`config.mk`:
```
export PLATFORM = sky130hd
export DESIGN_NAME = lsu_access_port
export DESIGN_NICKNAME = d
export VERILOG_FILES = /design/src/common/axi_pkg.sv /design/src/common/mem_pkg.sv /design/src/hw/lsu_access_port.sv
export VERILOG_INCLUDE_DIRS = /design/src /design/src/common
export SDC_FILE = /design/constraint.sdc
export NUM_CORES = 1
export LEC_CHECK = 0
export BUFFER_PORTS_ARGS = -buffer_cell sky130_fd_sc_hd__clkbuf_2
export CELL_PAD_IN_SITES_DETAIL_PLACEMENT = 2
export CELL_PAD_IN_SITES_GLOBAL_PLACEMENT = 2
export CORE_MARGIN = 2
export CORE_UTILIZATION = 24
export DETAILED_ROUTE_END_ITERATION = 6
export PLACE_DENSITY = 0.81
export SYNTH_ARGS = -nofsm -noshare
export SYNTH_HDL_FRONTEND = slang
export SYNTH_SLANG_ARGS = --single-unit
```
`constraint.sdc`:
```
create_clock -name clk -period 6.31 [get_ports clk]
set_input_delay 1.262 -clock clk [delete_from_list [all_inputs] [get_ports clk]]
set_output_delay 1.262 -clock clk [all_outputs]
set_load 0.1 [all_outputs]
```
`src/common/mem_config.svh`:
```
`ifndef MEM_CONFIG_SVH
`define MEM_CONFIG_SVH

`define ADDR_W    32
`define DATA_W    32
`define ID_W      4

`define MEM_WORDS 1024 // Byte addresses below 4096
`define SRAM_LAT  3    // Accept to response valid

`define IFU_ID    0
`define LSU_ID    1

`endif

```
`src/common/axi_pkg.sv`:
```
package axi_pkg;

	typedef enum logic [1:0] {
		OKAY   = 2'b00,
		SLVERR = 2'b10
	} axi_resp_t;

	typedef enum logic [2:0] {
		SZ_BYTE = 3'd0,
		SZ_HALF = 3'd1,
		SZ_WORD = 3'd2
	} axi_size_t;

	localparam logic [1:0] BURST_INCR = 2'b01;

endpackage

```
`src/common/mem_pkg.sv`:
```
package mem_pkg;

	typedef enum logic [3:0] {LB, LH, LW, LBU, LHU, SB, SH, SW} lsu_op_t;

	function automatic logic op_is_store(input lsu_op_t op);
		return op inside {SB, SH, SW};
	endfunction

	// Access width of an opcode as an AXI size
	function automatic axi_pkg::axi_size_t op_size(input lsu_op_t op);
		case (op)
			LB, LBU, SB: return axi_pkg::SZ_BYTE;
			LH, LHU, SH: return axi_pkg::SZ_HALF;
			default: return axi_pkg::SZ_WORD;
		endcase
	endfunction

endpackage

```
`src/hw/lsu_access_port.sv`:
```
`include "mem_config.svh"

module lsu_access_port import axi_pkg::*, mem_pkg::*; (
	input  logic                  clk,
	input  logic                  rst,
	input  logic                  lsu_req,
	input  lsu_op_t               lsu_op,
	input  logic [`ADDR_W-1:0]    lsu_addr,
	input  logic [`DATA_W-1:0]    lsu_wdata,
	output logic                  lsu_busy,
	output logic                  lsu_done,
	output logic [`DATA_W-1:0]    lsu_rdata,
	output logic                  lsu_err,
	output logic [`ADDR_W-1:0]    lsu_araddr,
	output logic                  lsu_arvalid,
	input  logic                  lsu_arready,
	output logic [`ID_W-1:0]      lsu_arid,
	output logic [7:0]            lsu_arlen,
	output axi_size_t             lsu_arsize,
	output logic [1:0]            lsu_arburst,
	input  logic [`DATA_W-1:0]    lsu_axi_rdata, // Bus data, apart from core-side lsu_rdata
	input  axi_resp_t             lsu_rresp,
	input  logic                  lsu_rvalid,
	output logic                  lsu_rready,
	input  logic                  lsu_rlast,
	input  logic [`ID_W-1:0]      lsu_rid,
	output logic [`ADDR_W-1:0]    lsu_awaddr,
	output logic                  lsu_awvalid,
	input  logic                  lsu_awready,
	output logic [`ID_W-1:0]      lsu_awid,
	output logic [7:0]            lsu_awlen,
	output axi_size_t             lsu_awsize,
	output logic [1:0]            lsu_awburst,
	output logic [`DATA_W-1:0]    lsu_axi_wdata,
	output logic [`DATA_W/8-1:0]  lsu_wstrb,
	output logic                  lsu_wvalid,
	output logic                  lsu_wlast,
	input  logic                  lsu_wready,
	input  axi_resp_t             lsu_bresp,
	input  logic                  lsu_bvalid,
	input  logic [`ID_W-1:0]      lsu_bid,
	output logic                  lsu_bready
);
	typedef enum logic [1:0] {IDLE, ADDR, RESP} state_t;

	state_t state;
	lsu_op_t op_q;
	logic [`ADDR_W-1:0] addr_q;
	logic [`DATA_W-1:0] wdata_q;
	logic [`DATA_W/8-1:0] strb_q;
	logic [`DATA_W-1:0] lane;
	logic [`DATA_W-1:0] load_val;
	logic store_q;
	logic misaligned;

	assign store_q = op_is_store(op_q);
	assign lsu_busy = state != IDLE;

	always_comb begin
		case (op_size(lsu_op))
			SZ_HALF: misaligned = lsu_addr[0];
			SZ_WORD: misaligned = |lsu_addr[1:0];
			default: misaligned = 1'b0;
		endcase
	end

	// Shift the addressed lane down, then extend by opcode
	always_comb begin
		lane = lsu_axi_rdata >> {addr_q[1:0], 3'b000};
		case (op_q)
			LB: load_val = {{(`DATA_W-8){lane[7]}}, lane[7:0]};
			LBU: load_val = {{(`DATA_W-8){1'b0}}, lane[7:0]};
			LH: load_val = {{(`DATA_W-16){lane[15]}}, lane[15:0]};
			LHU: load_val = {{(`DATA_W-16){1'b0}}, lane[15:0]};
			default: load_val = lane;
		endcase
	end

	assign lsu_araddr  = addr_q;
	assign lsu_arvalid = state == ADDR && !store_q;
	assign lsu_arid    = `ID_W'(`LSU_ID);
	assign lsu_arlen   = 8'd0;
	assign lsu_arsize  = op_size(op_q);
	assign lsu_arburst = BURST_INCR;
	assign lsu_rready  = state == RESP && !store_q;

	assign lsu_awaddr    = addr_q;
	assign lsu_awvalid   = state == ADDR && store_q;
	assign lsu_awid      = `ID_W'(`LSU_ID);
	assign lsu_awlen     = 8'd0;
	assign lsu_awsize    = op_size(op_q);
	assign lsu_awburst   = BURST_INCR;
	assign lsu_axi_wdata = wdata_q;
	assign lsu_wstrb     = strb_q;
	assign lsu_wvalid    = state == ADDR && store_q; // Raised with awvalid
	assign lsu_wlast     = 1'b1;
	assign lsu_bready    = state == RESP && store_q;

	always_ff @(posedge clk) begin
		if (!rst) begin
			state <= IDLE;
			lsu_done <= 1'b0;
			lsu_err <= 1'b0;
		end else begin
			lsu_done <= 1'b0;
			case (state)
				IDLE: begin
					if (lsu_req && misaligned) begin
						lsu_done <= 1'b1;
						lsu_err <= 1'b1;
					end else if (lsu_req) begin
						state <= ADDR;
					end
				end
				ADDR: begin
					if (lsu_arvalid && lsu_arready) begin
						state <= RESP;
					end else if (lsu_awvalid && lsu_awready && lsu_wready) begin
						state <= RESP;
					end
				end
				RESP: begin
					if (lsu_rvalid && !store_q) begin
						lsu_done <= 1'b1;
						lsu_err <= lsu_rresp != OKAY || !lsu_rlast ||
							lsu_rid != `ID_W'(`LSU_ID);
						state <= IDLE;
					end else if (lsu_bvalid && store_q) begin
						lsu_done <= 1'b1;
						lsu_err <= lsu_bresp != OKAY || lsu_bid != `ID_W'(`LSU_ID);
						state <= IDLE;
					end
				end
				default: state <= IDLE;
			endcase
		end
	end

	always_ff @(posedge clk) begin
		if (state == IDLE && lsu_req) begin
			op_q <= lsu_op;
			addr_q <= lsu_addr;
			case (op_size(lsu_op))
				SZ_BYTE: begin
					wdata_q <= {4{lsu_wdata[7:0]}};
					strb_q <= 4'b0001 << lsu_addr[1:0];
				end
				SZ_HALF: begin
					wdata_q <= {2{lsu_wdata[15:0]}};
					strb_q <= 4'b0011 << lsu_addr[1:0];
				end
				default: begin
					wdata_q <= lsu_wdata;
					strb_q <= 4'b1111;
				end
			endcase
		end
		if (state == IDLE && lsu_req && misaligned) begin
			lsu_rdata <= '0;
		end else if (state == RESP && lsu_rvalid && !store_q) begin
			lsu_rdata <= load_val;
		end
	end

	// A pending write request holds both valids and its address
	assert property (@(posedge clk) disable iff (!rst)
		lsu_awvalid && !lsu_awready |=> lsu_awvalid && lsu_wvalid && $stable(lsu_awaddr));

endmodule

```
==> metrics.md <==
| Metric | Value |
|---|---|
| Synth cell types | 49 |
| Post-cts sizing count | 0 |
| Crit end category | output pin |
| Final hold slack | 0.506 ns |
| Highest metal used | met4 |
| FMAX | 0.303 GHz |
| DR vias/cell | 4.35 |
| Antenna violations before repair | 0 |
| FFs w/ async S/R, synth | 0% |
| CTS tree | yes |
| Vias | 4,145 |
| Worst path cell trace | nor2_1, nor2_1, nor2_1, clkbuf_2 |
| Critical path type | reg -> out |
| Post-CTS Setup Repair Bufs | 0 |
| Largest net degree at the start of global routing | 46 |
| ANT cells | 0 |
| Crit share post-route | 52.3% |
| Post-DP HPWL | 14,300 microns |
| Gate count of the mapped netlist | roughly 450 |
| Post-DP Area | 6420 sq um |
| Die Wd | ~150 microns |
| WL/cell | between 15 and 20 microns |
| Fin area | approximately 6700 sq um |
| Slowest cell on crit path | edfxtp_1 |
| Layout area overhead | 29.5% |
| Die area | 22,800 sq um |
| H-tree levels | 3 |
| Minimum clock period | between 3 and 4 ns |
| Synth warn | 0 |
| Post-place setup slack | 2.81 ns |
| Drt total wl | around 18,000 microns |
| VDD IR max | 0.000112 V |
| Clock Skews | 0.0183 ns |
| Drt initial violations | 163 |
| CTS buffer count | 9 |
| Starting Density | roughly 25% |
| Hold Path Class | reg -> reg |
| Slew headroom | 37.2% |
| First-pass GRT wire length | 25,500 microns |
| Leakage Power | 2.99 nW |
| CP required | 5.05 ns |
| Clock sinks | about 110 |
| Post-synthesis sequential area ratio | a little under three fifths |
| Rows | 53 |
| WP data arrival | slightly above 2 ns |
| Post-synth EDFFs | 72 |
| GRT overflow | 0 |
| Pins Over Slew Limit | 0 |
| Most frequent CP cell | nor2_1 |
| Hold Vio Cnt, Final | 0 |
| Crit-path max cell delay | 0.53 ns |
| Met2 wire len | 9360 microns |
| DRC errors left | 0 |
| Flops & latches, synth | 108 |
| NumNets Final | 794 |
| Unrepaired setup endpoints after global routing | false |
| R2r setup slk | 4.02 ns |
| Synth area leader | edfxtp_1 |
| Cell Area, Synth | 5180 sq um |
| Port buffer count | 264 |
| Worst skew pair latency | 0.36 ns |
| Routed Antenna Nets | 0 |
| Share of the synthesized area in the top cell type | 41.7% |
| Post-Route Setup TNS | 0 ns |
| Hold_buf cts | 0 |
| Ys flop type | edfxtp_1 |
| PwrDens | 364 nW/um^2 |
| Core area | 21,100 sq um |
| Maximum buffer depth of the clock tree | 2 |
| Die H | 151 microns |
| Critical Path Start Type | flip-flop |
| Ratio of cells with drive above 1 in the final layout | 46.8% |
| Mean Syn Cell Area | 11.6 sq um |
| Vias in the first global route | 4,276 |
| Total track usage | 15.1% |
| Critical-path maximum fanout | 8 |
| First-pass DRT Iterations | 4 |
| Transition time of the tightest slew-check pin | about 0.94 ns |
| Status | complete, no violations |
| Final setup violation count | 0 |
| Worst-path clk slew | 0.08 ns |
| Root Buffer | clkbuf_16 |
| Area contributors post-synth | edfxtp_1 42%, dfxtp_1 14%, buf_4 10% |
| Met3 WL | 792 microns |
| Max cap viols | 0 |
| IO Pins | 296 |
| GP Congestion | between 0.8 and 0.9 |
| Final WS setup | between 3 and 4 ns |
| M1 WL | just over 7000 microns |
## layout make-up
class,count,area (sq um)
fillers,2399,14400
flip-flops and latches,108,2880
multi-input cells,272,1780
repair buffers,270,1370
well taps,275,344
clock buffers,9,225
clock inverters,7,66.3
inverters,12,45.0
## layer usage
metal | track usage, % | vias up
li1 | - | 1966
met1 | 18.0 | 2019
met2 | 27.4 | 137
met3 | 2.17 | 23
met4 | 5.79 | 0
met5 | 0 | -
## report_power, final
group,internal (W),total [W],switching (W)
Sequential,0.000837,0.000876,0.0000395
Clock,0.000278,0.000562,0.000284
Combinational,0.000142,0.00100,0.000861
Total,0.00126,0.00244,0.00118
## cells in the mapped netlist, drive strengths merged, types with 10 or more instances
cell type   n
buf        79
mux2i      25
dfxtp      36
inv        12
nor2b      11
nor2       39
a21oi      25
edfxtp     72
o21ai      37
mux2       18
a211oi     10
nand2      22
## worst max-delay path: cells and delay by family, from the launching register on
family	cells	cell delay, ns
buffers and inverters	1	0.47
and+or+nand+nor	3	0.67
DFF	1	0.53
## logic make-up (layout without fill, tap and decap cells)
logic type | count (synthesis) | in the layout | synth area share [%]
other cells | 2 | 31 | 0.145
compound gates | 104 | 104 | 13.9
xor+xnor | 2 | 2 | 0.338
simple gates | 91 | 91 | 8.45
mux | 44 | 44 | 9.18
buf+inv | 97 | 298 | 12.4
flops | 108 | 108 | 55.6
## registers in the layout (all words and copies together), names as in the netlist
name and count:
lsu_araddr 32, lsu_err 1, lsu_done 1, state 2
lsu_wstrb 4, lsu_axi_wdata 32, op_q 4, lsu_rdata 32
## final timing paths
| check | startpoint | endpoint | depth (start not counted) |
|---|---|---|---|
| worst max-delay path | op_q[0] | lsu_rready | 4 |
| worst min-delay path | lsu_rdata[7] | lsu_rdata[7] | 2 |
| worst max register to register | op_q[0] | lsu_rdata[21] | 6 |
| worst min register to register | lsu_rdata[7] | lsu_rdata[7] | 2 |
## cell usage in the layout, fill, tap and decap left out, types with 3 or more instances in the layout
master	instances
nor2b_1	11
a22oi_1	8
buf_4	6
conb_1	31
inv_1	12
a21oi_1	25
mux2_2	18
a211oi_1	7
edfxtp_1	72
dfxtp_1	36
inv_6	3
mux2i_1	25
nand2_1	21
nand2b_1	5
nor2_1	38
o221a_1	8
clkbuf_2	264
nand3_1	3
clkbuf_16	9
o21ai_0	35
## metrics by stage
stage	power, W	utilization [%]	std cells
6_report	0.00244	31.8	953
3_5_place_dp	0.00190	30.4	937
2_1_floorplan	0.00175	-	477
4_1_cts	0.00247	31.8	953
5_1_grt	0.00253	31.8	953
3_3_place_gp	0.00188	30.4	937
Power figures use the tool's default switching activity.
