## src/common/mem_config.svh

```systemverilog
`ifndef MEM_CONFIG_SVH
`define MEM_CONFIG_SVH

`define ADDR_W    32
`define DATA_W    32
`define ID_W      4

`define MEM_WORDS 1024 // Byte addresses below 4096
`define SRAM_LAT  3    // Accept to response valid

`define IFU_ID    0
`define LSU_ID    1

`endif

```

## src/common/axi_pkg.sv

```systemverilog
package axi_pkg;

	typedef enum logic [1:0] {
		OKAY   = 2'b00,
		SLVERR = 2'b10
	} axi_resp_t;

	typedef enum logic [2:0] {
		SZ_BYTE = 3'd0,
		SZ_HALF = 3'd1,
		SZ_WORD = 3'd2
	} axi_size_t;

	localparam logic [1:0] BURST_INCR = 2'b01;

endpackage

```

## src/arbiter/axi_arbiter.sv

```systemverilog
`include "mem_config.svh"

module axi_arbiter import axi_pkg::*; (
	input  logic                  clk,
	input  logic                  rst,
	input  logic [`ADDR_W-1:0]    ifu_araddr,
	input  logic                  ifu_arvalid,
	output logic                  ifu_arready,
	input  logic [`ID_W-1:0]      ifu_arid,
	input  logic [7:0]            ifu_arlen,
	input  axi_size_t             ifu_arsize,
	input  logic [1:0]            ifu_arburst,
	output logic [`DATA_W-1:0]    ifu_rdata,
	output axi_resp_t             ifu_rresp,
	output logic                  ifu_rvalid,
	input  logic                  ifu_rready,
	output logic                  ifu_rlast,
	output logic [`ID_W-1:0]      ifu_rid,
	input  logic [`ADDR_W-1:0]    ifu_awaddr,
	input  logic                  ifu_awvalid,
	output logic                  ifu_awready,
	input  logic [`ID_W-1:0]      ifu_awid,
	input  logic [7:0]            ifu_awlen,
	input  axi_size_t             ifu_awsize,
	input  logic [1:0]            ifu_awburst,
	input  logic [`DATA_W-1:0]    ifu_wdata,
	input  logic [`DATA_W/8-1:0]  ifu_wstrb,
	input  logic                  ifu_wvalid,
	input  logic                  ifu_wlast,
	output logic                  ifu_wready,
	output axi_resp_t             ifu_bresp,
	output logic                  ifu_bvalid,
	output logic [`ID_W-1:0]      ifu_bid,
	input  logic                  ifu_bready,
	input  logic [`ADDR_W-1:0]    lsu_araddr,
	input  logic                  lsu_arvalid,
	output logic                  lsu_arready,
	input  logic [`ID_W-1:0]      lsu_arid,
	input  logic [7:0]            lsu_arlen,
	input  axi_size_t             lsu_arsize,
	input  logic [1:0]            lsu_arburst,
	output logic [`DATA_W-1:0]    lsu_axi_rdata,
	output axi_resp_t             lsu_rresp,
	output logic                  lsu_rvalid,
	input  logic                  lsu_rready,
	output logic                  lsu_rlast,
	output logic [`ID_W-1:0]      lsu_rid,
	input  logic [`ADDR_W-1:0]    lsu_awaddr,
	input  logic                  lsu_awvalid,
	output logic                  lsu_awready,
	input  logic [`ID_W-1:0]      lsu_awid,
	input  logic [7:0]            lsu_awlen,
	input  axi_size_t             lsu_awsize,
	input  logic [1:0]            lsu_awburst,
	input  logic [`DATA_W-1:0]    lsu_axi_wdata,
	input  logic [`DATA_W/8-1:0]  lsu_wstrb,
	input  logic                  lsu_wvalid,
	input  logic                  lsu_wlast,
	output logic                  lsu_wready,
	output axi_resp_t             lsu_bresp,
	output logic                  lsu_bvalid,
	output logic [`ID_W-1:0]      lsu_bid,
	input  logic                  lsu_bready,
	output logic [`ADDR_W-1:0]    araddr,
	output logic                  arvalid,
	input  logic                  arready,
	output logic [`ID_W-1:0]      arid,
	output logic [7:0]            arlen,
	output axi_size_t             arsize,
	output logic [1:0]            arburst,
	input  logic [`DATA_W-1:0]    rdata,
	input  axi_resp_t             rresp,
	input  logic                  rvalid,
	output logic                  rready,
	input  logic                  rlast,
	input  logic [`ID_W-1:0]      rid,
	output logic [`ADDR_W-1:0]    awaddr,
	output logic                  awvalid,
	input  logic                  awready,
	output logic [`ID_W-1:0]      awid,
	output logic [7:0]            awlen,
	output axi_size_t             awsize,
	output logic [1:0]            awburst,
	output logic [`DATA_W-1:0]    wdata,
	output logic [`DATA_W/8-1:0]  wstrb,
	output logic                  wvalid,
	output logic                  wlast,
	input  logic                  wready,
	input  axi_resp_t             bresp,
	input  logic                  bvalid,
	input  logic [`ID_W-1:0]      bid,
	output logic                  bready
);
	typedef enum logic [1:0] {IDLE, SERVE_IFU, SERVE_LSU} state_t;

	state_t state;
	logic ifu_trigger;
	logic lsu_trigger;
	logic gnt_ifu;
	logic gnt_lsu;
	logic resp_hs;

	assign ifu_trigger = ifu_arvalid || (ifu_awvalid && ifu_wvalid);
	assign lsu_trigger = lsu_arvalid || (lsu_awvalid && lsu_wvalid);
	assign gnt_ifu = state == SERVE_IFU;
	assign gnt_lsu = state == SERVE_LSU;
	assign resp_hs = (rvalid && rready) || (bvalid && bready); // End of transaction

	always_ff @(posedge clk) begin
		if (!rst) begin
			state <= IDLE;
		end else begin
			case (state)
				IDLE: begin
					if (ifu_trigger) begin // Fetch has priority
						state <= SERVE_IFU;
					end else if (lsu_trigger) begin
						state <= SERVE_LSU;
					end
				end
				SERVE_IFU, SERVE_LSU: begin
					if (resp_hs) begin
						state <= IDLE;
					end
				end
				default: state <= IDLE;
			endcase
		end
	end

	// Request side follows the grant and is low in IDLE
	assign araddr  = gnt_ifu ? ifu_araddr : gnt_lsu ? lsu_araddr : '0;
	assign arvalid = gnt_ifu ? ifu_arvalid : gnt_lsu && lsu_arvalid;
	assign arid    = gnt_ifu ? ifu_arid : gnt_lsu ? lsu_arid : '0;
	assign arlen   = gnt_ifu ? ifu_arlen : gnt_lsu ? lsu_arlen : '0;
	assign arsize  = gnt_ifu ? ifu_arsize : gnt_lsu ? lsu_arsize : SZ_BYTE;
	assign arburst = gnt_ifu ? ifu_arburst : gnt_lsu ? lsu_arburst : '0;
	assign rready  = gnt_ifu ? ifu_rready : gnt_lsu && lsu_rready;
	assign awaddr  = gnt_ifu ? ifu_awaddr : gnt_lsu ? lsu_awaddr : '0;
	assign awvalid = gnt_ifu ? ifu_awvalid : gnt_lsu && lsu_awvalid;
	assign awid    = gnt_ifu ? ifu_awid : gnt_lsu ? lsu_awid : '0;
	assign awlen   = gnt_ifu ? ifu_awlen : gnt_lsu ? lsu_awlen : '0;
	assign awsize  = gnt_ifu ? ifu_awsize : gnt_lsu ? lsu_awsize : SZ_BYTE;
	assign awburst = gnt_ifu ? ifu_awburst : gnt_lsu ? lsu_awburst : '0;
	assign wdata   = gnt_ifu ? ifu_wdata : gnt_lsu ? lsu_axi_wdata : '0;
	assign wstrb   = gnt_ifu ? ifu_wstrb : gnt_lsu ? lsu_wstrb : '0;
	assign wvalid  = gnt_ifu ? ifu_wvalid : gnt_lsu && lsu_wvalid;
	assign wlast   = gnt_ifu ? ifu_wlast : gnt_lsu && lsu_wlast;
	assign bready  = gnt_ifu ? ifu_bready : gnt_lsu && lsu_bready;

	assign ifu_arready = gnt_ifu && arready;
	assign ifu_rdata   = gnt_ifu ? rdata : '0;
	assign ifu_rresp   = gnt_ifu ? rresp : OKAY;
	assign ifu_rvalid  = gnt_ifu && rvalid;
	assign ifu_rlast   = gnt_ifu && rlast;
	assign ifu_rid     = gnt_ifu ? rid : '0;
	assign ifu_awready = gnt_ifu && awready;
	assign ifu_wready  = gnt_ifu && wready;
	assign ifu_bresp   = gnt_ifu ? bresp : OKAY;
	assign ifu_bvalid  = gnt_ifu && bvalid;
	assign ifu_bid     = gnt_ifu ? bid : '0;

	assign lsu_arready   = gnt_lsu && arready;
	assign lsu_axi_rdata = gnt_lsu ? rdata : '0;
	assign lsu_rresp     = gnt_lsu ? rresp : OKAY;
	assign lsu_rvalid    = gnt_lsu && rvalid;
	assign lsu_rlast     = gnt_lsu && rlast;
	assign lsu_rid       = gnt_lsu ? rid : '0;
	assign lsu_awready   = gnt_lsu && awready;
	assign lsu_wready    = gnt_lsu && wready;
	assign lsu_bresp     = gnt_lsu ? bresp : OKAY;
	assign lsu_bvalid    = gnt_lsu && bvalid;
	assign lsu_bid       = gnt_lsu ? bid : '0;

	// Slave must be quiet between grants
	assert property (@(posedge clk) disable iff (!rst)
		state == IDLE |-> !(rvalid || bvalid));

	assert property (@(posedge clk) disable iff (!rst)
		(rvalid && !rready) || (bvalid && !bready) |=> $stable(state));

endmodule

```

## config.mk

```make
export PLATFORM = sky130hd
export DESIGN_NAME = axi_arbiter
export DESIGN_NICKNAME = d
export VERILOG_FILES = /design/src/common/axi_pkg.sv /design/src/arbiter/axi_arbiter.sv
export VERILOG_INCLUDE_DIRS = /design/src /design/src/common
export SDC_FILE = /design/constraint.sdc
export NUM_CORES = 1
export LEC_CHECK = 0
export BUFFER_PORTS_ARGS = -buffer_cell sky130_fd_sc_hd__buf_2
export CORE_AREA = 2 2 222 224
export DETAILED_ROUTE_END_ITERATION = 8
export DIE_AREA = 0 0 224 226
export SLEW_MARGIN = 20
export SYNTH_ARGS = -nofsm -noshare
export SYNTH_HDL_FRONTEND = slang
export SYNTH_SLANG_ARGS = --single-unit
```

## constraint.sdc

```tcl
create_clock -name clk -period 1.3 [get_ports clk]
set_input_delay 0.065 -clock clk [delete_from_list [all_inputs] [get_ports clk]]
set_output_delay 0.065 -clock clk [all_outputs]
set_load 0.05 [all_outputs]
```

==> flow_metrics.py <==
metrics = {
    "worst_setup_path": {
        "worstPathRequired_ns": 1.24,
        "startpoint_type": "flip-flop",
        "critPathMaxFanout": 7,
        "cp.arrival_ns": 1.71,
        "endpoint_kind": "output pin",
        "critical_path_class": "flip-flop to output pin",
    },
    "synthesis": {
        "yosysTopAreaCellShare_pct": 37.6,
        "avgSynthCellArea_sq_um": 4.70,
        "ys_top_cells_by_count": "283 x nand2_1, 139 x o21ai_0, 100 x and2_1",
        "synthFlopType": "dfxtp_1",
        "synth_most_common_cell": "nand2_1",
        "synth-edff-count": 0,
        "syn_inst": 601,
        "synthTopCellsByArea": "nand2_1 38%, o21ai_0 25%, and2_1 22%",
        "async_reset_ff_share_pct": 0,
        "synth_top_area_cell": "nand2_1",
        "synth_fp_nets": 936,
        "synth_cell_types": 22,
        "synth_warnings": 0,
        "synth-seq-cells": 2,
        "netlist_area_sq_mm": 0.00283,
        "synth_seq_area_share_pct": 1.42,
    },
    "timing": {
        "maxSlewViolCount": 0,
        "hold_viol": 0,
        "maxSlewHeadroom_pct": 80.3,
        "finalCritPeriodShare_pct": 136,
        "fin_skew_ns": 0.00110,
        "fmax_ghz": 0.564,
        "whs_ns": 0.126,
        "layout_setup_ws_ns": -0.474,
        "rsz0062_at_grt": "yes",
        "setup_viol": 242,
        "worst_slew_pin_slew_ns": 0.294,
        "layout_min_cycle_time_ns": 1.77,
    },
    "drt": {
        "post_drt_via_cell_ratio": 3.63,
        "drt_wl_total_um": 32000,
        "via_count": 6860,
        "drtAntennaViolNets": 0,
        "drt-initial-drc-count": 176,
        "drc": 0,
        "firstDrtPassIters": 4,
        "routedWlPerCell_um": 17.0,
    },
    "clock_tree": {
        "root_buffer": "clkbuf_16",
        "cts_hold_buf": 0,
        "insertion_delay_ns": 0.23,
        "cts_tree": "built",
        "cts_buffer_depth": 2,
        "htreeDepth": 1,
        "cts_buffers": 3,
        "clk_pin_slew_ns": 0.03,
        "cts.sinks": 2,
    },
    "final_layout": {
        "reg.largest.list": "state x2",
        "stdcell_count": 1888,
        "area_growth_syn_to_layout_pct": 333,
        "top_register": "state",
        "largest_reg_flops": 2,
        "drive_gt1_share_pct": 83.9,
        "finalNetCount": 1599,
    },
    "floorplanning": {
        "die_w_um": 224,
        "num_rows": 81,
        "coreArea_sq_mm": 0.0483,
        "ios": 572,
        "start_util_pct": 5.84,
        "die_y_um": 226,
        "die_area_sq_mm": 0.0506,
    },
    "placement": {
        "io_buffer_count": 571,
        "dpl.hpwl_um": 21000,
        "place_congestion": 0.855,
        "place_inst": 1818,
    },
    "grt": {
        "grt_pass1_vias": 6706,
        "globalRouteOverflowTotal": 0,
        "grt_max_degree": 37,
        "grt_pass1_wl_um": 39800,
        "globalRouteTotalUtil_pct": 10.6,
        "antenna_found_initial": 7,
    },
    "power_and_ir_drop": {
        "leakagePower_uw": 0.00590,
        "vdd_drop_max_mv": 1.32,
        "p_per_area_mw_per_mm2": 2090,
    },
    "run": {
        "drv_cap": 0,
    },
    "hold_path": {
        "hp-class": "input port to flip-flop",
    },
    "outcome": {
        "status": "finished with violations",
        "violations": "setup timing",
    },
}
logic make-up after synthesis:
family,synth area share [%]
buffers and inverters,9.17
flip-flops,1.42
adder cells (fa/ha/maj),1.33
AO/OA/AOI/OAI,26.7
AND/OR/NAND/NOR,61.4
layer usage:
| layer | up-vias | GRT usage, % | wire (um) |
|---|---|---|---|
| met5 | - | 0 | 27 |
| met2 | 425 | 20.5 | 16400 |
| met4 | 4 | 3.35 | 1550 |
| met3 | 60 | 2.90 | 2700 |
| li1 | 3261 | - | - |
| met1 | 3110 | 11.0 | 11400 |
final cells by class:
cell class                      count  area (sq um)
Clock buffer                        3          75.1
Fill cell                        5088         36100
Tap cell                          622           778
Antenna cell                        4          10.0
Multi-Input combinational cell    538          4390
Timing Repair Buffer              716          6930
Sequential cell                     2          47.5
Inverter                            3          16.3
power breakdown:
part	switching (uW)	internal (uW)
Clock	82.1	392
Combinational	14200	10800
Sequential	38.7	94.4
Total	14300	11300
cell usage in the layout (no fill, tap or decap), types with 4 or more instances in the layout:
| cell | instances |
|---|---|
| and2_1 | 8 |
| and2_2 | 4 |
| and2_4 | 88 |
| buf_12 | 62 |
| buf_16 | 18 |
| buf_2 | 345 |
| buf_4 | 42 |
| buf_6 | 163 |
| buf_8 | 75 |
| clkbuf_16 | 9 |
| clkbuf_4 | 5 |
| diode_2 | 4 |
| nand2_1 | 170 |
| nand2_2 | 49 |
| nand2_4 | 64 |
| o21ai_1 | 12 |
| o21ai_2 | 56 |
| o21ai_4 | 70 |
critical path, stage by stage, from the launching register on:
cell,delay [ns]
dfxtp_4,0.35
inv_4,0.06
ha_4,0.19
buf_12,0.14
buf_12,0.16
buf_8,0.13
nand2_4,0.04
o21ai_2,0.13
buf_4,0.13
buf_12,0.12
metrics by stage:
step / TNS [ns] / worst slack [ns] / total power, uW / util, % / instance area [sq um]
after global placement: -42.01 / -0.497 / 16900 / 17.2 / 8310
final: -90.63 / -0.474 / 25500 / 25.3 / 12200
after floorplan: -76.79 / -0.860 / 11700 / - / 3880
after global routing: -102.88 / -0.526 / 26500 / 25.3 / 12200
after detailed placement: -43.54 / -0.478 / 17000 / 17.2 / 8310
after CTS: -90.99 / -0.492 / 22800 / 22.5 / 10900
what timing repair did:
| action | 4_1_cts | 5_1_grt |
|---|---|---|
| cloned | 20 | 9 |
| gates resized for setup | 585 | 323 |
| pin swaps | 39 | 83 |
| setup buffers | 26 | 19 |
| setup endpoints to repair | 242 | 242 |
worst paths after layout:
check / start / to / slack (ns) / cells past startpoint
worst max-delay path: state[0] / awlen[3] / -0.47 / 9
worst min-delay path: rst / state[0] / 0.13 / 3
worst max register to register: state[1] / state[0] / -0.42 / 8
worst min register to register: state[0] / state[0] / 0.52 / 2
No activity file was read; power rests on OpenSTA's default activity.
