**config.mk**
```make
export PLATFORM = sky130hd
export DESIGN_NAME = ifu_fetch_port
export DESIGN_NICKNAME = d
export VERILOG_FILES = /design/src/common/axi_pkg.sv /design/src/hw/ifu_fetch_port.sv
export VERILOG_INCLUDE_DIRS = /design/src /design/src/common
export SDC_FILE = /design/constraint.sdc
export NUM_CORES = 1
export LEC_CHECK = 0
export ABC_AREA = 1
export BUFFER_PORTS_ARGS = -buffer_cell sky130_fd_sc_hd__buf_2
export CAP_MARGIN = 20
export CORE_AREA = 5 5 100 112
export CTS_CLUSTER_DIAMETER = 100
export DETAILED_ROUTE_END_ITERATION = 8
export DIE_AREA = 0 0 105 117
export PLACE_DENSITY = 0.75
export SYNTH_ARGS = -nofsm -noshare
export SYNTH_HDL_FRONTEND = slang
export SYNTH_SLANG_ARGS = --single-unit
```
**constraint.sdc**
```tcl
create_clock -name clk -period 1.5 [get_ports clk]
set_input_delay 0 -clock clk [delete_from_list [all_inputs] [get_ports clk]]
set_output_delay 0 -clock clk [all_outputs]
set_load 0.005 [all_outputs]
```
**src/common/mem_config.svh**
```systemverilog
`ifndef MEM_CONFIG_SVH
`define MEM_CONFIG_SVH

`define ADDR_W    32
`define DATA_W    32
`define ID_W      4

`define MEM_WORDS 1024 // Byte addresses below 4096
`define SRAM_LAT  3    // Accept to response valid

`define IFU_ID    0
`define LSU_ID    1

`endif

```
**src/common/axi_pkg.sv**
```systemverilog
package axi_pkg;

	typedef enum logic [1:0] {
		OKAY   = 2'b00,
		SLVERR = 2'b10
	} axi_resp_t;

	typedef enum logic [2:0] {
		SZ_BYTE = 3'd0,
		SZ_HALF = 3'd1,
		SZ_WORD = 3'd2
	} axi_size_t;

	localparam logic [1:0] BURST_INCR = 2'b01;

endpackage

```
**src/hw/ifu_fetch_port.sv**
```systemverilog
`include "mem_config.svh"

module ifu_fetch_port import axi_pkg::*; (
	input  logic                  clk,
	input  logic                  rst,
	input  logic                  fetch_req,
	input  logic [`ADDR_W-1:0]    fetch_addr,
	output logic                  fetch_busy,
	output logic                  fetch_done,
	output logic [`DATA_W-1:0]    fetch_data,
	output logic                  fetch_err,
	output logic [`ADDR_W-1:0]    ifu_araddr,
	output logic                  ifu_arvalid,
	input  logic                  ifu_arready,
	output logic [`ID_W-1:0]      ifu_arid,
	output logic [7:0]            ifu_arlen,
	output axi_size_t             ifu_arsize,
	output logic [1:0]            ifu_arburst,
	input  logic [`DATA_W-1:0]    ifu_rdata,
	input  axi_resp_t             ifu_rresp,
	input  logic                  ifu_rvalid,
	output logic                  ifu_rready,
	input  logic                  ifu_rlast,
	input  logic [`ID_W-1:0]      ifu_rid,
	output logic [`ADDR_W-1:0]    ifu_awaddr,
	output logic                  ifu_awvalid,
	input  logic                  ifu_awready,
	output logic [`ID_W-1:0]      ifu_awid,
	output logic [7:0]            ifu_awlen,
	output axi_size_t             ifu_awsize,
	output logic [1:0]            ifu_awburst,
	output logic [`DATA_W-1:0]    ifu_wdata,
	output logic [`DATA_W/8-1:0]  ifu_wstrb,
	output logic                  ifu_wvalid,
	output logic                  ifu_wlast,
	input  logic                  ifu_wready,
	input  axi_resp_t             ifu_bresp,
	input  logic                  ifu_bvalid,
	input  logic [`ID_W-1:0]      ifu_bid,
	output logic                  ifu_bready
);
	typedef enum logic [1:0] {IDLE, ADDR, RESP} state_t;

	state_t state;
	logic [`ADDR_W-1:0] addr_q;
	logic misaligned;

	assign misaligned = |fetch_addr[1:0];
	assign fetch_busy = state != IDLE;

	assign ifu_araddr  = addr_q;
	assign ifu_arvalid = state == ADDR;
	assign ifu_arid    = `ID_W'(`IFU_ID);
	assign ifu_arlen   = 8'd0;
	assign ifu_arsize  = SZ_WORD;
	assign ifu_arburst = BURST_INCR;
	assign ifu_rready  = state == RESP; // Never back-pressured

	// Read-only master
	assign ifu_awaddr  = '0;
	assign ifu_awvalid = 1'b0;
	assign ifu_awid    = `ID_W'(`IFU_ID);
	assign ifu_awlen   = 8'd0;
	assign ifu_awsize  = SZ_WORD;
	assign ifu_awburst = BURST_INCR;
	assign ifu_wdata   = '0;
	assign ifu_wstrb   = '0;
	assign ifu_wvalid  = 1'b0;
	assign ifu_wlast   = 1'b1;
	assign ifu_bready  = 1'b0;

	always_ff @(posedge clk) begin
		if (!rst) begin
			state <= IDLE;
			fetch_done <= 1'b0;
			fetch_err <= 1'b0;
		end else begin
			fetch_done <= 1'b0;
			case (state)
				IDLE: begin
					if (fetch_req && misaligned) begin
						fetch_done <= 1'b1; // No bus access
						fetch_err <= 1'b1;
					end else if (fetch_req) begin
						state <= ADDR;
					end
				end
				ADDR: begin
					if (ifu_arready) begin
						state <= RESP;
					end
				end
				RESP: begin
					if (ifu_rvalid) begin
						fetch_done <= 1'b1;
						fetch_err <= ifu_rresp != OKAY || !ifu_rlast ||
							ifu_rid != `ID_W'(`IFU_ID);
						state <= IDLE;
					end
				end
				default: state <= IDLE;
			endcase
		end
	end

	always_ff @(posedge clk) begin
		if (state == IDLE && fetch_req) begin
			addr_q <= fetch_addr;
		end
		if (state == IDLE && fetch_req && misaligned) begin
			fetch_data <= '0;
		end else if (state == RESP && ifu_rvalid) begin
			fetch_data <= ifu_rdata;
		end
	end

endmodule

```
==> out/metrics.cfg, run 1 <==
[drt]
via_count=2722
via_per_inst=4.07
routed_wl_um=9760
drc=0
first_iter_violations=107
ant_nets=0
avgRoutedWirePerCell_um=14.6
dr.pass1.iters=4

[clocking]
cts_tree=done
clockBufferDepth=2
numCtsBuffers=9
htreeDepth=3
cts_root_buffer=clkbuf_16
cts_setup_buffers=0
clk_pin_slew_ns=0.05
insertion_delay_ns=0.33
cts_sinks=68

[sta]
setup_viol=0
finClkSkew_ns=0.00755
maxSlewViolCount=0
final.min_clock_period_ns=1.40
hold_violations=0
max_freq_ghz=0.716
timing.hold.ws_ns=0.0683
grt_setup_unrepaired=false
final.setup.tns_ns=0
post-route-period-util_pct=93.1

[logic_synthesis]
synth_area_leaders=edfxtp_1 27%, buf_4 22%, dfxtp_1 20%, nand3_2 8.1%, a21oi_2 6.8%
synth_xor_area_share_pct=0
synthArstFlopShare_pct=0
yosysMostFrequentCell=buf_4
yosysTopAreaCell=edfxtp_1
synth_compound_gate_area_share_pct=7.72
ys_top_cells_by_count=106 x buf_4, 36 x dfxtp_1, 32 x edfxtp_1, 29 x nand3_2, 28 x a21oi_2
synth.cell_area_mm2=0.00360
synth-simple-area-share_pct=16.7
synth_warnings=0
synthCells=326
synth_top_family_by_area=buffers and inverters
synth_top_area_share_pct=26.7
synthAdderAreaFrac_pct=0
avgSynthCellArea_um2=11.0
ys_ff_latch=68
seq_area_frac_synth_pct=46.8
synthMuxAreaShare_pct=0
ys_types=21
synth-main-ff-cell=dfxtp_1
synth_edf_count=32

[critical_path]
crit_path_cell_trace=nor2_1, nand2_1, clkinvlp_4, buf_12
cpPeakStageDelay_ns=0.38
start_kind=flop
critical_path_required_ns=1.52
setup.worst_path.end_class=flop
path_class=reg -> reg
worstPathMaxFanout=32
crit_arrival_ns=1.42
slowest_stage=dfxtp_1

[global_route]
antenna_found_initial=1
grt_pass1_vias=2758
grt_max_degree=35
grt_use_total_pct=15.2
grt_pass1_wl_um=14500
globalRouteOverflowTotal=0

[run]
cap_viol_max_count=0

[floorplan]
dieArea_mm2=0.0123
die_x_um=105
num_io_pins=260
rows=39
die_y_um=117
coreArea_mm2=0.0101
initial_core_util_pct=35.8

[place]
dp_hpwl_um=6280
gp_congestion=0.752
port_buffers=144

[finish]
drive_gt1_share_pct=45.9
num-nets-final=623
synthToLayoutAreaGrowth_pct=38.0

[power]
power.total_uw=4940
combinationalPowerShare_pct=11.8
power.leakage_uw=0.00226
seq_power_share_pct=41.7
vdd_ir_drop_max_v=0.000489
p_per_area_mw_per_mm2=995
switching_share_pct=23.6
p_int_uw=3770
pwr-share-clk_pct=46.5
switchingPower_uw=1170

[run_status]
status=finished clean

[worst_hold_path]
hold_path.class=in -> reg

## state kept, by name (all words and copies together) (netlist names)
name        flops
state           2
fetch_err       1
fetch_done      1
fetch_data     32
ifu_araddr     32
## worst max-delay path, delay by kind of cell (launching register included)
| kind | cells | cell delay, ns |
|---|---|---|
| buffers and inverters | 2 | 0.31 |
| flip-flops | 1 | 0.38 |
| AND/OR/NAND/NOR | 2 | 0.40 |
## final timing paths
| path | start | end | slack (ns) | cells past startpoint |
|---|---|---|---|---|
| worst min register to register | fetch_data[9]$_SDFFE_PP0P_ | fetch_data[9]$_SDFFE_PP0P_ | 0.46 | 2 |
| worst min-delay path | ifu_rid[2] | fetch_err$_SDFFE_PN0P_ | 0.07 | 5 |
| worst max-delay path | state[0]$_SDFFE_PN0P_ | ifu_araddr[14]$_DFFE_PP_ | 0.10 | 4 |
| worst max register to register | state[0]$_SDFFE_PN0P_ | ifu_araddr[14]$_DFFE_PP_ | 0.10 | 4 |
## layer usage
layer  track usage, %  up-vias  wire length [um]
met3             5.65       10              1120
met5                0        -                 0
met4             5.54        0               155
met1             16.8     1242              3490
li1                 -     1276                 -
met2             26.7      194              4990
## logic make-up (layout without fill, tap and decap cells)
group / count (synthesis) / in the layout
flops: 68 / 68
compound gates: 34 / 34
other cells: 2 / 108
simple gates: 87 / 87
buf+inv: 135 / 248
## layout by cell type, fill, tap and decap left out
cell type and count:
clkinv_2 1, inv_2 2, buf_4 3, nand2_1 20, nor3_1 1, edfxtp_1 32
a21oi_2 28, buf_2 144, buf_6 1, clkinv_4 1, diode_2 2, nand3_1 6
nand2_2 21, inv_6 2, nand3_2 29, o21a_1 1, nand2_8 1, clkinvlp_4 2
clkbuf_16 9, nor2_8 1, nor2_1 8, a21oi_1 5, conb_1 106, dlygate4sd3_1 66
inv_1 13, bufinv_16 2, buf_12 2, dfxtp_1 36
## cell type report
| type | count | area (um^2) |
|---|---|---|
| clock inverters | 7 | 98.8 |
| inverters | 16 | 63.8 |
| diodes | 2 | 5.00 |
| fillers | 857 | 5090 |
| well taps | 123 | 154 |
| repair buffers | 216 | 1460 |
| multi-input cells | 227 | 1280 |
| clock buffers | 9 | 225 |
| flip-flops and latches | 68 | 1680 |
## power groups by stage
stage               clock, uW  sequential [uW]  combinational (uW)
global route             2440             2060                 644
floorplan                   0             2100                 410
global placement            0             2090                 419
finish                   2300             2060                 582
detailed placement          0             2090                 427
CTS                      2350             2060                 564
## timing repair
item / 4_1_cts / 5_1_grt
endpoints found under the hold margin: 68 / 0
hold buffers: 66 / 0
endpoints found under the setup margin: 0 / 1
resized for setup: 0 / 1
## through the flow
step	utilization (%)	cells	worst slack, ns	instance area [um^2]
after floorplan	-	430	0.0172	3990
after global placement	39.5	584	0.203	3970
after detailed placement	39.5	584	0.194	3970
after CTS	49.3	666	0.00826	4950
after global routing	49.3	667	0.0119	4960
final	49.4	668	0.104	4960
(Power assumes the default switching activity.)
==> run 2, diff against run 1 <==
--- a/config.mk
+++ b/config.mk
@@ -9,11 +9,11 @@
 export ABC_AREA = 1
 export BUFFER_PORTS_ARGS = -buffer_cell sky130_fd_sc_hd__buf_2
 export CAP_MARGIN = 20
-export CORE_AREA = 5 5 100 112
+export CORE_AREA = 5 5 90 125
 export CTS_CLUSTER_DIAMETER = 100
 export DETAILED_ROUTE_END_ITERATION = 8
-export DIE_AREA = 0 0 105 117
-export PLACE_DENSITY = 0.75
+export DIE_AREA = 0 0 95 130
+export PLACE_DENSITY = 0.74
 export SYNTH_ARGS = -nofsm -noshare
 export SYNTH_HDL_FRONTEND = slang
 export SYNTH_SLANG_ARGS = --single-unit
==> run 2 against run 1 <==
Effect of this change: maximum frequency is 1.9% higher; routed wire length is 3.3% lower; die area is 0.53% higher; global-route usage is 0.36 points lower; highest routed layer unchanged; critical path type unchanged; critical path depth stayed put; hold slack got worse by 0.061 ns; cell area up 0.58%; non-clock buffer count increased by 1; register-to-register slack gained 0.03 ns; count of clock-buffer cells in the layout up 1; critical endpoint is now ifu_araddr[26]$_DFFE_PP_; sequential share of layout area shrank 0.20 points.
==> out/metrics.cfg, run 2 (synthesis gave the netlist of run 1 again) <==
[floorplan]
rows=43  ; was 39
die_y_um=130  ; was 117 um
dieArea_mm2=0.0124  ; was 0.0123 mm^2
die_x_um=95  ; was 105 um
coreArea_mm2=0.00990  ; was 0.0101 mm^2
num_io_pins=260  ; unchanged
initial_core_util_pct=36.3  ; was 35.8%

[clocking]
cts_setup_buffers=0  ; unchanged
cts_tree=done  ; unchanged
insertion_delay_ns=0.32  ; was 0.33 ns
numCtsBuffers=9  ; unchanged
cts_hold_buffers=66  ; unchanged
clockBufferDepth=2  ; unchanged
htreeDepth=3  ; unchanged
cts_sinks=68  ; unchanged
cts_root_buffer=clkbuf_16  ; unchanged
cts_resized=0  ; unchanged
clk_pin_slew_ns=0.06  ; was 0.05 ns

[critical_path]
cpPeakStageDelay_ns=0.37  ; was 0.38 ns
start_kind=flop  ; unchanged
worstPathMaxFanout=32  ; unchanged
cp.depth=4  ; unchanged
r2r-end=ifu_araddr[26]$_DFFE_PP_  ; was ifu_araddr[14]$_DFFE_PP_
reg2reg_depth=4  ; unchanged
critPathBufInv=2  ; unchanged
path_class=reg -> reg  ; unchanged
crit_path_cell_trace=nor2_1, nand2_1, clkinvlp_4, buf_12  ; unchanged
slowest_stage=dfxtp_1  ; unchanged
reg2reg_slack_ns=0.13  ; was 0.10 ns
path_delay_family=simple AND/OR/NAND/NOR gates  ; unchanged
crit_end=ifu_araddr[26]$_DFFE_PP_  ; was ifu_araddr[14]$_DFFE_PP_
crit_start=state[0]$_SDFFE_PN0P_  ; unchanged
r2r_start=state[0]$_SDFFE_PN0P_  ; unchanged
critical_path_required_ns=1.51  ; was 1.52 ns
crit_arrival_ns=1.38  ; was 1.42 ns
setup.worst_path.end_class=flop  ; unchanged

[drt]
avgRoutedWirePerCell_um=13.9  ; was 14.6 um
via_per_inst=4.01  ; was 4.07
ant_nets=0  ; unchanged
first_iter_violations=73  ; was 107
drc=0  ; unchanged
dr.pass1.iters=4  ; unchanged
routed_wl_um=9440  ; was 9760 um
via_count=2720  ; was 2,722

[sta]
hold_violations=0  ; unchanged
maxSlewViolCount=0  ; unchanged
timing.hold.ws_ns=0.00714  ; was 0.0683 ns
max_freq_ghz=0.730  ; was 0.716 GHz
grt_setup_unrepaired=false  ; unchanged
final.min_clock_period_ns=1.37  ; was 1.40 ns
setup_viol=0  ; unchanged
post-route-period-util_pct=91.3  ; was 93.1%
finClkSkew_ns=0.00495  ; was 0.00755 ns
final.setup.tns_ns=0  ; unchanged

[power]
p_int_uw=3810  ; was 3770 uW
pwr-share-clk_pct=46.1  ; was 46.5%
switching_share_pct=22.3  ; was 23.6%
seq_power_share_pct=42.0  ; was 41.7%
switchingPower_uw=1090  ; was 1170 uW
power.leakage_uw=0.00227  ; was 0.00226 uW
p_per_area_mw_per_mm2=982  ; was 995 mW/mm^2
combinationalPowerShare_pct=11.9  ; was 11.8%
vdd_ir_drop_max_v=0.000621  ; was 0.000489 V

[run_status]
status=finished clean  ; unchanged

[finish]
final_common_cell=buf_2  ; unchanged
synthToLayoutAreaGrowth_pct=38.8  ; was 38.0%
diodes=0  ; was 2
drive_gt1_share_pct=46.0  ; was 45.9%
fillerInstances=872  ; was 857
final_cell_mix=144 x buf_2, 106 x conb_1, 66 x dlygate4sd3_1  ; unchanged
multiInputGateArea_mm2=0.00128  ; unchanged
regArea_mm2=0.00168  ; unchanged
num-nets-final=624  ; was 623

[global_route]
grt_max_degree=35  ; unchanged
grt_use_total_pct=14.8  ; was 15.2%
antenna_found_initial=0  ; was 1
grt_pass1_vias=2829  ; was 2,758
grt_pass1_wl_um=13900  ; was 14,500 um
globalRouteOverflowTotal=0  ; unchanged

[run]
cap_viol_max_count=0  ; unchanged

[place]
gp_congestion=0.711  ; was 0.752
port_buffers=144  ; unchanged
dp_hpwl_um=6360  ; was 6280 um

[worst_hold_path]
holdPathStages=5  ; unchanged
hold_path.class=in -> reg  ; unchanged

==> run 2: cell types whose count changed in the layout (fill, tap and decap cells not counted) <==
cell	before	now
clkinvlp_4	2	1
clkinv_4	1	2
buf_12	2	3
inv_6	2	0
diode_2	2	0
clkbuf_8	0	1
buf_6	1	0
buf_4	3	4
clkinv_2	1	2
==> run 2: power groups by stage <==
| stage | clock [uW] | combinational, uW | sequential, uW |
|---|---|---|---|
| 6_report | 2260 | 584 | 2060 |
| 5_1_grt | 2410 | 645 | 2060 |
| 4_1_cts | 2310 | 570 | 2060 |
| 3_5_place_dp | 0 | 435 | 2090 |
| 3_3_place_gp | 0 | 423 | 2090 |
| 2_1_floorplan | 0 | 410 | 2100 |
==> run 2: how the worst min path moves through the flow <==
stage	startpoint	endpoint	slack (ns)
after floorplan	fetch_addr[0]	ifu_araddr[0]$_DFFE_PP_	0.1
after global placement	fetch_addr[4]	ifu_araddr[4]$_DFFE_PP_	0.18
after detailed placement	fetch_addr[3]	ifu_araddr[3]$_DFFE_PP_	0.18
after CTS	ifu_rid[2]	fetch_err$_SDFFE_PN0P_	0.002
after global routing	ifu_rid[2]	fetch_err$_SDFFE_PN0P_	0.03
final	ifu_rid[2]	fetch_err$_SDFFE_PN0P_	0.007
==> run 2: stage by stage <==
| step | std cells | utilization, % | power (uW) | setup WS [ns] | cell area [um^2] |
|---|---|---|---|---|---|
| CTS | 679 | 50.4 | 4940 | 0.127 | 4990 |
| global placement | 597 | 40.4 | 2520 | 0.205 | 4000 |
| detailed placement | 597 | 40.4 | 2530 | 0.142 | 4000 |
| global route | 679 | 50.4 | 5120 | 0.0258 | 4990 |
| finish | 679 | 50.4 | 4900 | 0.131 | 4990 |
| floorplan | 430 | - | 2510 | 0.0172 | 3990 |
==> run 2: cell type report <==
cell class	instances	area share, %
sequential	68	33.7
timing repair buffer	217	29.5
inverter	16	1.28
clock buffer	10	4.79
tap	135	3.39
clock inverter	6	1.76
multi-input combinational	227	25.6
==> run 2: worst register-to-register path: cells and delay by family (launching register included) <==
kind / cells / cell delay [ns]
buffers and inverters: 2 / 0.31
and+or+nand+nor: 2 / 0.38
DFF: 1 / 0.37
==> run 2: per-layer routing <==
layer  part of all wire [%]  GRT usage, %  vias up
li1                       -             -     1270
met1                     36          16.0     1236
met2                     49          26.3      197
met3                     13          4.38       17
met4                    2.1          6.71        0
met5                      0             0        -
